### src/rtl/mul_cfg_pkg.sv
// Multiplier sizes: operand, extended operand and product widths, Booth row counts.
`default_nettype none

package mul_cfg_pkg;

	localparam int XLEN     = 64;
	localparam int WORD_W   = 32;            // word mode uses the low half only.
	localparam int OPND_W   = XLEN + 2;      // room for the sign of an unsigned operand.
	localparam int PROD_W   = 2 * OPND_W;
	localparam int N_DIGITS = OPND_W / 2;    // one radix-4 digit per two multiplier bits.
	localparam int N_ROWS   = N_DIGITS + 1;  // plus the row of negation bits.

	// 3:2 levels needed to bring N_ROWS down to a sum and a carry.
	localparam int CSA_LEVELS = 8;

	// each full group of three rows leaves two, the rest pass through.
	function automatic int rows_after_level(input int n_in);
		return (n_in / 3) * 2 + n_in % 3;
	endfunction

endpackage

`default_nettype wire

### src/rtl/mul_types_pkg.sv
// Multiplier types: operands, extended operands, product rows and the sign mode.
`default_nettype none

package mul_types_pkg;

	import mul_cfg_pkg::*;

	// operand, or one half of the result.
	typedef logic [XLEN-1:0] xlen_t;

	// operand after sign or zero extension.
	typedef logic [OPND_W-1:0] opnd_t;

	// one partial product row, also the tree sum and carry.
	typedef logic [PROD_W-1:0] prod_t;

	// partial products held in stage one, negation row last.
	typedef prod_t row_array_t [N_ROWS];

	// bit 0 is the multiplicand, bit 1 the multiplier.
	typedef struct packed {
		logic b_signed;
		logic a_signed;
	} sign_mode_t;

endpackage

`default_nettype wire

### src/rtl/mul_result_stage.sv
// Result stage: holds the tree sum and carry, adds them and splits the product.
`timescale 1ns/1ps
`default_nettype none

module mul_result_stage
	import mul_cfg_pkg::*, mul_types_pkg::*;
(
	input  logic  clk,
	input  logic  arst_n,
	input  logic  flush,
	input  logic  in_valid,
	input  prod_t sum,
	input  prod_t carry,
	output logic  out_valid,
	output xlen_t result_hi,
	output xlen_t result_lo
);

	prod_t               sum_q;
	prod_t               carry_q;
	logic [2*XLEN-1:0]   product;

	always_ff @(posedge clk or negedge arst_n) begin
		if (!arst_n) begin
			out_valid <= 1'b0;
			sum_q     <= '0;
			carry_q   <= '0;
		end else begin
			out_valid <= in_valid & ~flush;
			sum_q     <= sum;   // zeros from the tree while stage one is empty.
			carry_q   <= carry;
		end
	end

	// bits above 127 carry only sign extension.
	assign product   = sum_q[2*XLEN-1:0] + carry_q[2*XLEN-1:0];
	assign result_hi = product[2*XLEN-1:XLEN];
	assign result_lo = product[XLEN-1:0];

	// each result is offered for a single cycle.
	a_pulse: assert property (
		@(posedge clk) disable iff (!arst_n)
		out_valid |=> !out_valid
	) else $error("out_valid held for two cycles.");

endmodule

`default_nettype wire

### config.mk
export PLATFORM = sky130hd
export DESIGN_NAME = mul_result_stage
export DESIGN_NICKNAME = d
export VERILOG_FILES = /design/src/rtl/mul_cfg_pkg.sv /design/src/rtl/mul_types_pkg.sv /design/src/rtl/mul_result_stage.sv
export SDC_FILE = /design/constraint.sdc
export NUM_CORES = 1
export LEC_CHECK = 0
export BUFFER_PORTS_ARGS = -buffer_cell sky130_fd_sc_hd__buf_2
export CAP_MARGIN = 30
export CORE_ASPECT_RATIO = 2
export CORE_MARGIN = 4
export CORE_UTILIZATION = 40
export CTS_CLUSTER_DIAMETER = 100
export DETAILED_ROUTE_END_ITERATION = 12
export PLACE_DENSITY_LB_ADDON = 0.25
export SLEW_MARGIN = 20
export SYNTH_ARGS = -nofsm -noshare
export SYNTH_HDL_FRONTEND = slang
export SYNTH_SLANG_ARGS = --single-unit
### constraint.sdc
create_clock -name clk -period 6.66 [get_ports clk]
set_clock_uncertainty 0.05 [all_clocks]
set_input_delay 1.332 -clock clk [delete_from_list [all_inputs] [get_ports clk]]
set_output_delay 1.332 -clock clk [all_outputs]
set_load 0.01 [all_outputs]
==> results of run 1 <==
-- path summary, 6_finish.rpt --
kind | from | slack [ns] | endpoint
max | carry_q[15] | 0.27 | result_hi[62]
min | arst_n | 0.64 | carry_q[91]
max in group asynchronous | arst_n | 4.90 | carry_q[9]
min in group clk | sum[49] | 0.84 | sum_q[49]
-- cells by family (layout without fill, tap and decap cells) --
| family | after synthesis | in the layout | share of synthesized area, % |
|---|---|---|---|
| other | 0 | 6 | 0 |
| flip-flops | 257 | 257 | 42.9 |
| buffers and inverters | 123 | 490 | 3.14 |
| XOR/XNOR | 124 | 124 | 7.24 |
| AO/OA/AOI/OAI | 530 | 530 | 21.8 |
| adder cells (fa/ha/maj) | 128 | 128 | 10.7 |
| multiplexers | 1 | 1 | 0.0751 |
| AND/OR/NAND/NOR | 441 | 441 | 14.1 |
-- sequential cells by signal (all words and copies together), names as in the netlist --
| signal | count |
|---|---|
| sum_q | 128 |
| out_valid | 1 |
| carry_q | 128 |
-- area by class of cell --
type                            instances  area, µm²  share of cell area (%)
Inverter                               54        203                    1.12
Clock buffer                           31        668                    3.68
Sequential cell                       257       6430                    35.4
Multi-Input combinational cell       1224       8090                    44.6
Timing Repair Buffer                  392       2010                    11.1
Tap cell                              459        574                    3.16
Antenna cell                            6       15.0                  0.0827
Clock inverter                         13        158                   0.868
-- placed cells by master, fill, tap and decap left out, types with 16 or more instances in the layout --
master	count
nand4_1	63
nor2_1	114
clkbuf_16	25
dfrtp_1	257
nand2b_1	16
ha_1	127
o21bai_1	42
a21o_1	46
nor2b_1	16
o21a_1	17
a21oi_1	210
nor3_1	27
xnor2_1	74
xor2_1	50
o21ai_0	102
inv_1	54
nand2_1	138
buf_2	387
nand3_1	17
-- report_power, final --
| part | internal (W) | total, W | switching, W |
|---|---|---|---|
| registers | 0.00164 | 0.00167 | 0.0000289 |
| clock network | 0.000831 | 0.00143 | 0.000598 |
| logic | 0.000513 | 0.00136 | 0.000849 |
| total | 0.00298 | 0.00446 | 0.00148 |
-- metrics by stage --
step                power [W]  std cells  util, %  setup slack (ns)
detailed placement    0.00305       2385     46.5              1.01
floorplan             0.00249       1604        -              2.15
global placement      0.00305       2385     46.5              1.09
CTS                   0.00451       2429     48.7             0.402
global route          0.00470       2432     48.8             0.192
finish                0.00446       2436     48.9             0.267
-- Yosys cell counts, drive strengths merged (3+ instances only) --
master and instances:
clkbuf 61, o21bai 42, or3 10, nor2b 16, a311oi 3, and2 7
a31o 5, o311ai 3, and4 4, dfrtp 257, a41oi 3, o21ai 117
or4 3, nor4 10, xnor2 74, a21o 46, a211oi 14, nand3 17
nor3 27, o41ai 3, a21oi 212, ha 127, nand2b 16, xor2 50
nand2 140, nor2 114, inv 54, o31ai 10, a31oi 16, o31a 3
o21a 17, buf 8, and3 8, o221a 3, or2 3, nand4 63
o211ai 5, a21boi 5
-- metal layers --
metal	GRT usage [%]	share of wire (%)	vias to the layer above
met5	0	0.056	-
met4	12.4	5.6	4
met3	3.86	5.5	154
met2	50.6	57	539
met1	22.9	32	6359
li1	-	-	6488
==> flow_summary.toml, run 1 <==
[pwr]
p_per_area_nw_per_um2 = 246
power_leakage_nw = 8.48
max-vdd-ir-drop_v = 0.000239

[final_layout]
num-nets-final = 2349
fillers = 3580
drive_gt1_share_pct = 23.2
fin_area_um2 = 18200
areaGrowthSynthToFinish_pct = 21.1

[cts]
post-cts-setup-buffers = 0
cts_resized = 0
ctsHtreeMaxLevel = 1
cts_sinks = 257
numCtsBuffers = 24
hold_buffers = 0
clk_pin_slew_worst_paths_ns = 0.07
clockBufferDepth = 3
cts_tree = "built"
cts_root_buf = "clkbuf_16"

[critical_path]
crit_arrival_ns = 5.01
critPathMostFrequentCell = "o311ai_1"
cp_slowest_stage_delay_ns = 0.58
cp_slowest_cell = "a2111oi_0"
required_ns = 5.28
worst-path-stages = 13
start_kind = "flip-flop"
worst-path-max-fanout = 9
path_class = "flip-flop to primary output"
end_kind = "primary output"
critical-path-top-delay-family = "compound AO/OA/AOI/OAI gates"
crit_chain = "ha_1 -> nand4_1 -> a2111oi_0 -> o311ai_1 -> a21oi_2 -> o311ai_1 -> nand2_2 -> a31oi_4 -> o31ai_4 -> a31oi_2 -> o41ai_2 -> xor2_1 -> buf_2"
worst-path-buf-inv = 1

[routing]
detail-route-antenna-nets = 0
routed_wl_mm = 52.2
drtIter0Drc = 604
dr.pass1.iters = 5
wl_per_cell_um = 21.4
drt-vias-per-instance = 5.56
num_vias = 13544
drc = 0

[floorplanning]
io_pins = 397
die_area_um2 = 40800
initial_utilization_pct = 40.3
fp.dieH_um = 282
coreArea_um2 = 37200
row_count = 100
die_w_um = 145

[logic_synthesis]
yosysTopAreaCellShare_pct = 42.9
yosysWarnings = 0
yosys_most_used_dff = "dfrtp_1"
ys_types = 76
synthCells = 1604
synth_area_leaders = "dfrtp_1, ha_1, a21oi_1"
yosysTopAreaCell = "dfrtp_1"
synth_seq_cells = 257
syn-cell-area_um2 = 15000
synth.avg_cell_area_um2 = 9.35
synth_edf_count = 0
synth_nets = 2000
synthArstFlopShare_pct = 100
ys_seq_area_share_pct = 42.9

[worst_hold_path]
hold_path_class = "input pin to asynchronous set/reset pin"

[global_route]
overflow = 0
antenna_found_initial = 8
grtUsageTotal_pct = 24.6
grt_pass1_vias = 14131
grt_max_degree = 130
grt_pass1_wl_mm = 78.0

[timing]
worst_slew_pin_slew_ns = 0.851
min_period_ns = 6.39
finalCritPeriodShare_pct = 96.0
rsz0062_at_grt = "no"
hold-worst-slack_ns = 0.643
maxSlewHeadroom_pct = 42.4
tns_ns = 0
max_freq_mhz = 156
hold_viol = 0
drv_slew = 0
setup_violations = 0

[placement]
dpl_cell_area_um2 = 17300
io_buffers = 388
dp_hpwl_mm = 44.4
place.gp.congestion = 0.970

[job]
max_cap_violations = 0

[run_status]
run_status = "complete, no violations"
Power figures use the tool's default switching activity.
==> run 2, diff against run 1 <==
Settings changed: CORE_UTILIZATION 40 to 30.
==> flow_summary.toml, run 2 (synthesized netlist as in run 1, its figures left out) <==
[timing]
setup_violations = 0
hold_viol = 0
min_period_ns = 6.37
maxSlewHeadroom_pct = 32.8
worst_slew_pin_slew_ns = 0.999
finalCritPeriodShare_pct = 95.6
rsz0062_at_grt = "no"
tns_ns = 0
worst_slack_ns = 0.291
drv_slew = 0
max_freq_mhz = 157

[cts]
clk_pin_slew_worst_paths_ns = 0.07
clockBufferDepth = 3
cts_root_buf = "clkbuf_16"
cts_tree = "built"
post-cts-setup-buffers = 0
hold_buffers = 0
ctsHtreeMaxLevel = 1
numCtsBuffers = 27
cts_resized = 0
cts_sinks = 257

[floorplanning]
initial_utilization_pct = 30.4
fp.dieH_um = 324
coreArea_um2 = 49400
die_area_um2 = 53800
die_w_um = 166
row_count = 115
io_pins = 397

[pwr]
total_power_w = 0.00470
power_leakage_nw = 8.53
p_per_area_nw_per_um2 = 254
max-vdd-ir-drop_v = 0.000215

[global_route]
overflow = 0
met2_usage_pct = 42.0
busiest_layer = "met2"
grt_pass1_wl_mm = 85.7
grt_pass1_vias = 14470
antenna_found_initial = 20
grt_util_met3_pct = 5.04
grtUsageMet1_pct = 19.4
grtUsageTotal_pct = 20.7
grt_max_degree = 109

[placement]
io_buffers = 388
place_worst_setup_slack_ns = 0.749
dpl_cell_area_um2 = 17500
dp_hpwl_mm = 49.2
place.gp.congestion = 0.985

[final_layout]
fillers = 5028
num-nets-final = 2351
final_cell_mix = "buf_2, dfrtp_1, a21oi_1"
areaGrowthSynthToFinish_pct = 23.6
reg_top3 = "carry_q: 128 flops, sum_q: 128 flops, out_valid: 1 flops"
fin_area_um2 = 18500
drive_gt1_share_pct = 23.6
final_common_cell = "buf_2"

[critical_path]
end_kind = "primary output"
cp_slowest_cell = "o311ai_1"
crit_chain = "ha_1 -> fa_1 -> a21oi_1 -> o22ai_1 -> o311ai_1 -> a21oi_2 -> o311ai_1 -> nand2_2 -> a31oi_4 -> o31ai_4 -> a31oi_2 -> o41ai_2 -> xor2_2 -> buf_2"
critPathMostFrequentCell = "o311ai_1"
cp_slowest_stage_delay_ns = 0.60
worst-path-max-fanout = 5
start_kind = "flip-flop"
crit_arrival_ns = 4.99
path_class = "flip-flop to primary output"
required_ns = 5.28

[routing]
detail-route-antenna-nets = 0
num_vias = 13698
dr.pass1.iters = 5
routed_wl_mm = 58.1
drtIter0Drc = 813
drc = 0
drt-vias-per-instance = 5.20
wl_per_cell_um = 22.1

[job]
max_cap_violations = 0

[run_status]
run_status = "complete, no violations"

[worst_hold_path]
hold_path_class = "input pin to asynchronous set/reset pin"
## run 2: layout make-up
cell class              instances  area, µm²  share of cell area (%)
flip-flops and latches        257       6430                    34.7
well taps                     643        805                    4.34
multi-input cells            1224       8100                    43.7
repair buffers                391       1990                    10.7
diodes                         14       35.0                   0.189
clock inverters                17        235                    1.27
clock buffers                  32        744                    4.02
inverters                      54        203                    1.09
## run 2: worst paths after layout
path                           start       endpoint  slack (ns)  cells after the start
setup / recovery            sum_q[0]  result_hi[62]        0.29                     14
hold / removal                arst_n      sum_q[87]        0.73                      1
max in group asynchronous     arst_n    carry_q[56]        4.43                      2
min in group clk           carry[53]    carry_q[53]        0.80                      1
## run 2: where the power goes
group          internal (W)  switching [W]  total, W
clock network      0.000966       0.000681   0.00165
logic              0.000512       0.000871   0.00138
registers           0.00164      0.0000299   0.00167
total               0.00312        0.00158   0.00470
## run 2: per-layer routing
| layer | vias to the layer above | share of wire (%) |
|---|---|---|
| met2 | 548 | 56 |
| met1 | 6522 | 32 |
| met4 | 8 | 4.5 |
| li1 | 6489 | - |
| met3 | 131 | 7.2 |
| met5 | - | 0.11 |
## run 2: critical path, delay by kind of cell, from the launching register on
| kind | cells | cell delay, ns |
|---|---|---|
| adder cells (fa/ha/maj) | 2 | 0.64 |
| XOR/XNOR | 1 | 0.27 |
| AND/OR/NAND/NOR | 1 | 0.25 |
| AO/OA/AOI/OAI | 9 | 2.68 |
| flip-flops | 1 | 0.36 |
| buffers and inverters | 1 | 0.19 |
## run 2: stage by stage
step / instances / hold WS, ns / utilization [%]
2_1_floorplan: 1604 / 0.986 / -
6_report: 2632 / 0.725 / 37.6
4_1_cts: 2618 / 0.758 / 37.5
5_1_grt: 2621 / 0.773 / 37.5
3_5_place_dp: 2569 / 1.39 / 35.5
3_3_place_gp: 2569 / 1.39 / 35.5
==> run 3, diff against run 2 <==
Clock period 6.66 ns to 6.54 ns, I/O delays scaled along.
==> flow_summary.toml, run 3 (synthesized netlist as in run 1, its figures left out) <==
[routing]
num_vias = 13827
dr.pass1.iters = 5
detail-route-antenna-nets = 0
drtIter0Drc = 973
wl_per_cell_um = 22.2
drc = 0
drt-vias-per-instance = 5.27
routed_wl_mm = 58.2

[timing]
tns_ns = 0
setup_violations = 0
maxSlewHeadroom_pct = 29.6
min_period_ns = 6.37
hold_viol = 0
rsz0062_at_grt = "no"
max_freq_mhz = 157
drv_slew = 0
worst_slew_pin_slew_ns = 1.05
finalCritPeriodShare_pct = 97.5

[placement]
place.gp.congestion = 0.993
io_buffers = 388
placedCellCount = 2569
dp_hpwl_mm = 49.2

[critical_path]
crit_start = "sum_q[15]"
critPathMostFrequentCell = "o311ai_1"
path_class = "flip-flop to primary output"
end_kind = "primary output"
worst-path-buf-inv = 1
crit_arrival_ns = 5.02
start_kind = "flip-flop"
cp_slowest_stage_delay_ns = 0.50
required_ns = 5.18
critical-path-top-delay-family = "compound AO/OA/AOI/OAI gates"
cp_slowest_cell = "o31ai_4"
crit_chain = "ha_1 -> nand4_1 -> a2111oi_0 -> o311ai_1 -> a21oi_2 -> o311ai_1 -> nand2_2 -> a31oi_4 -> o31ai_4 -> a31oi_2 -> o41ai_2 -> xor2_2 -> buf_2"
worst-path-max-fanout = 9

[cts]
hold_buffers = 0
cts_sinks = 257
cts_resized = 0
clockBufferDepth = 3
cts_tree = "built"
ctsHtreeMaxLevel = 1
cts_root_buf = "clkbuf_16"
clk_pin_slew_worst_paths_ns = 0.06
numCtsBuffers = 26
post-cts-setup-buffers = 0

[final_layout]
final-seq-area_um2 = 6430
areaGrowthSynthToFinish_pct = 23.0
final_cell_mix = "buf_2, dfrtp_1, a21oi_1"
multi_input_area_um2 = 8100
num-nets-final = 2350
fin_cells = 2626
final_common_cell = "buf_2"
reg_top3 = "carry_q: 128 flops, sum_q: 128 flops, out_valid: 1 flops"
fillers = 5026
fin_util_pct = 37.4
drive_gt1_share_pct = 23.3

[pwr]
internal_power_w = 0.00309
seq_power_share_pct = 36.4
p_switching_w = 0.00158
sw_frac_of_total_pct = 33.9
p_clk_share_pct = 33.4
comb_power_share_pct = 30.2
p_per_area_nw_per_um2 = 253
max-vdd-ir-drop_v = 0.000218
total_power_w = 0.00467
power_leakage_nw = 8.48

[floorplanning]
die_area_um2 = 53800
coreArea_um2 = 49400
die_w_um = 166
row_count = 115
fp.dieH_um = 324
initial_utilization_pct = 30.4
io_pins = 397

[global_route]
overflow = 0
grtUsageTotal_pct = 20.9
grt_pass1_wl_mm = 86.7
antenna_found_initial = 20
grt_pass1_vias = 14776
grt_max_degree = 115

[job]
max_cap_violations = 0

[worst_hold_path]
hold_path_class = "input pin to asynchronous set/reset pin"

[run_status]
run_status = "complete, no violations"
run 3: worst max-delay path by stage:
stage | to | slack (ns) | depth (start not counted)
4_1_cts | result_hi[62] | 0.03 | 13
3_3_place_gp | result_hi[62] | 0.72 | 14
5_1_grt | result_hi[62] | 0.001 | 13
3_5_place_dp | result_hi[62] | 0.67 | 13
6_report | result_hi[62] | 0.17 | 13
2_1_floorplan | result_hi[61] | 2.05 | 13
run 3: metal layers:
layer | track usage [%] | vias up | part of all wire (%)
met2 | 41.6 | 622 | 55
met4 | 9.76 | 6 | 5.2
met5 | 0 | - | 0.058
met1 | 19.7 | 6569 | 32
met3 | 5.06 | 145 | 7.4
li1 | - | 6485 | -
run 3: power by group through the flow:
stage          Sequential (W)  Clock (W)  Combinational [W]
2_1_floorplan         0.00172          0           0.000813
3_3_place_gp          0.00173          0            0.00140
3_5_place_dp          0.00173          0            0.00140
4_1_cts               0.00170    0.00162            0.00141
5_1_grt               0.00171    0.00169            0.00153
6_report              0.00170    0.00156            0.00141
run 3: final cells by class:
class                      count  area share (%)
antenna                       13           0.176
multi-input combinational   1224            43.9
clock inverter                13           0.916
timing repair buffer         391            10.8
clock buffer                  31            3.85
sequential                   257            34.9
inverter                      54            1.10
tap                          643            4.36
run 3: through the flow:
step	hold slack [ns]	setup WS, ns	area (µm²)
floorplan	0.962	2.05	15000
global placement	1.37	0.720	17500
detailed placement	1.37	0.674	17500
CTS	0.750	0.0305	18400
global route	0.762	0.000983	18400
finish	0.732	0.166	18400
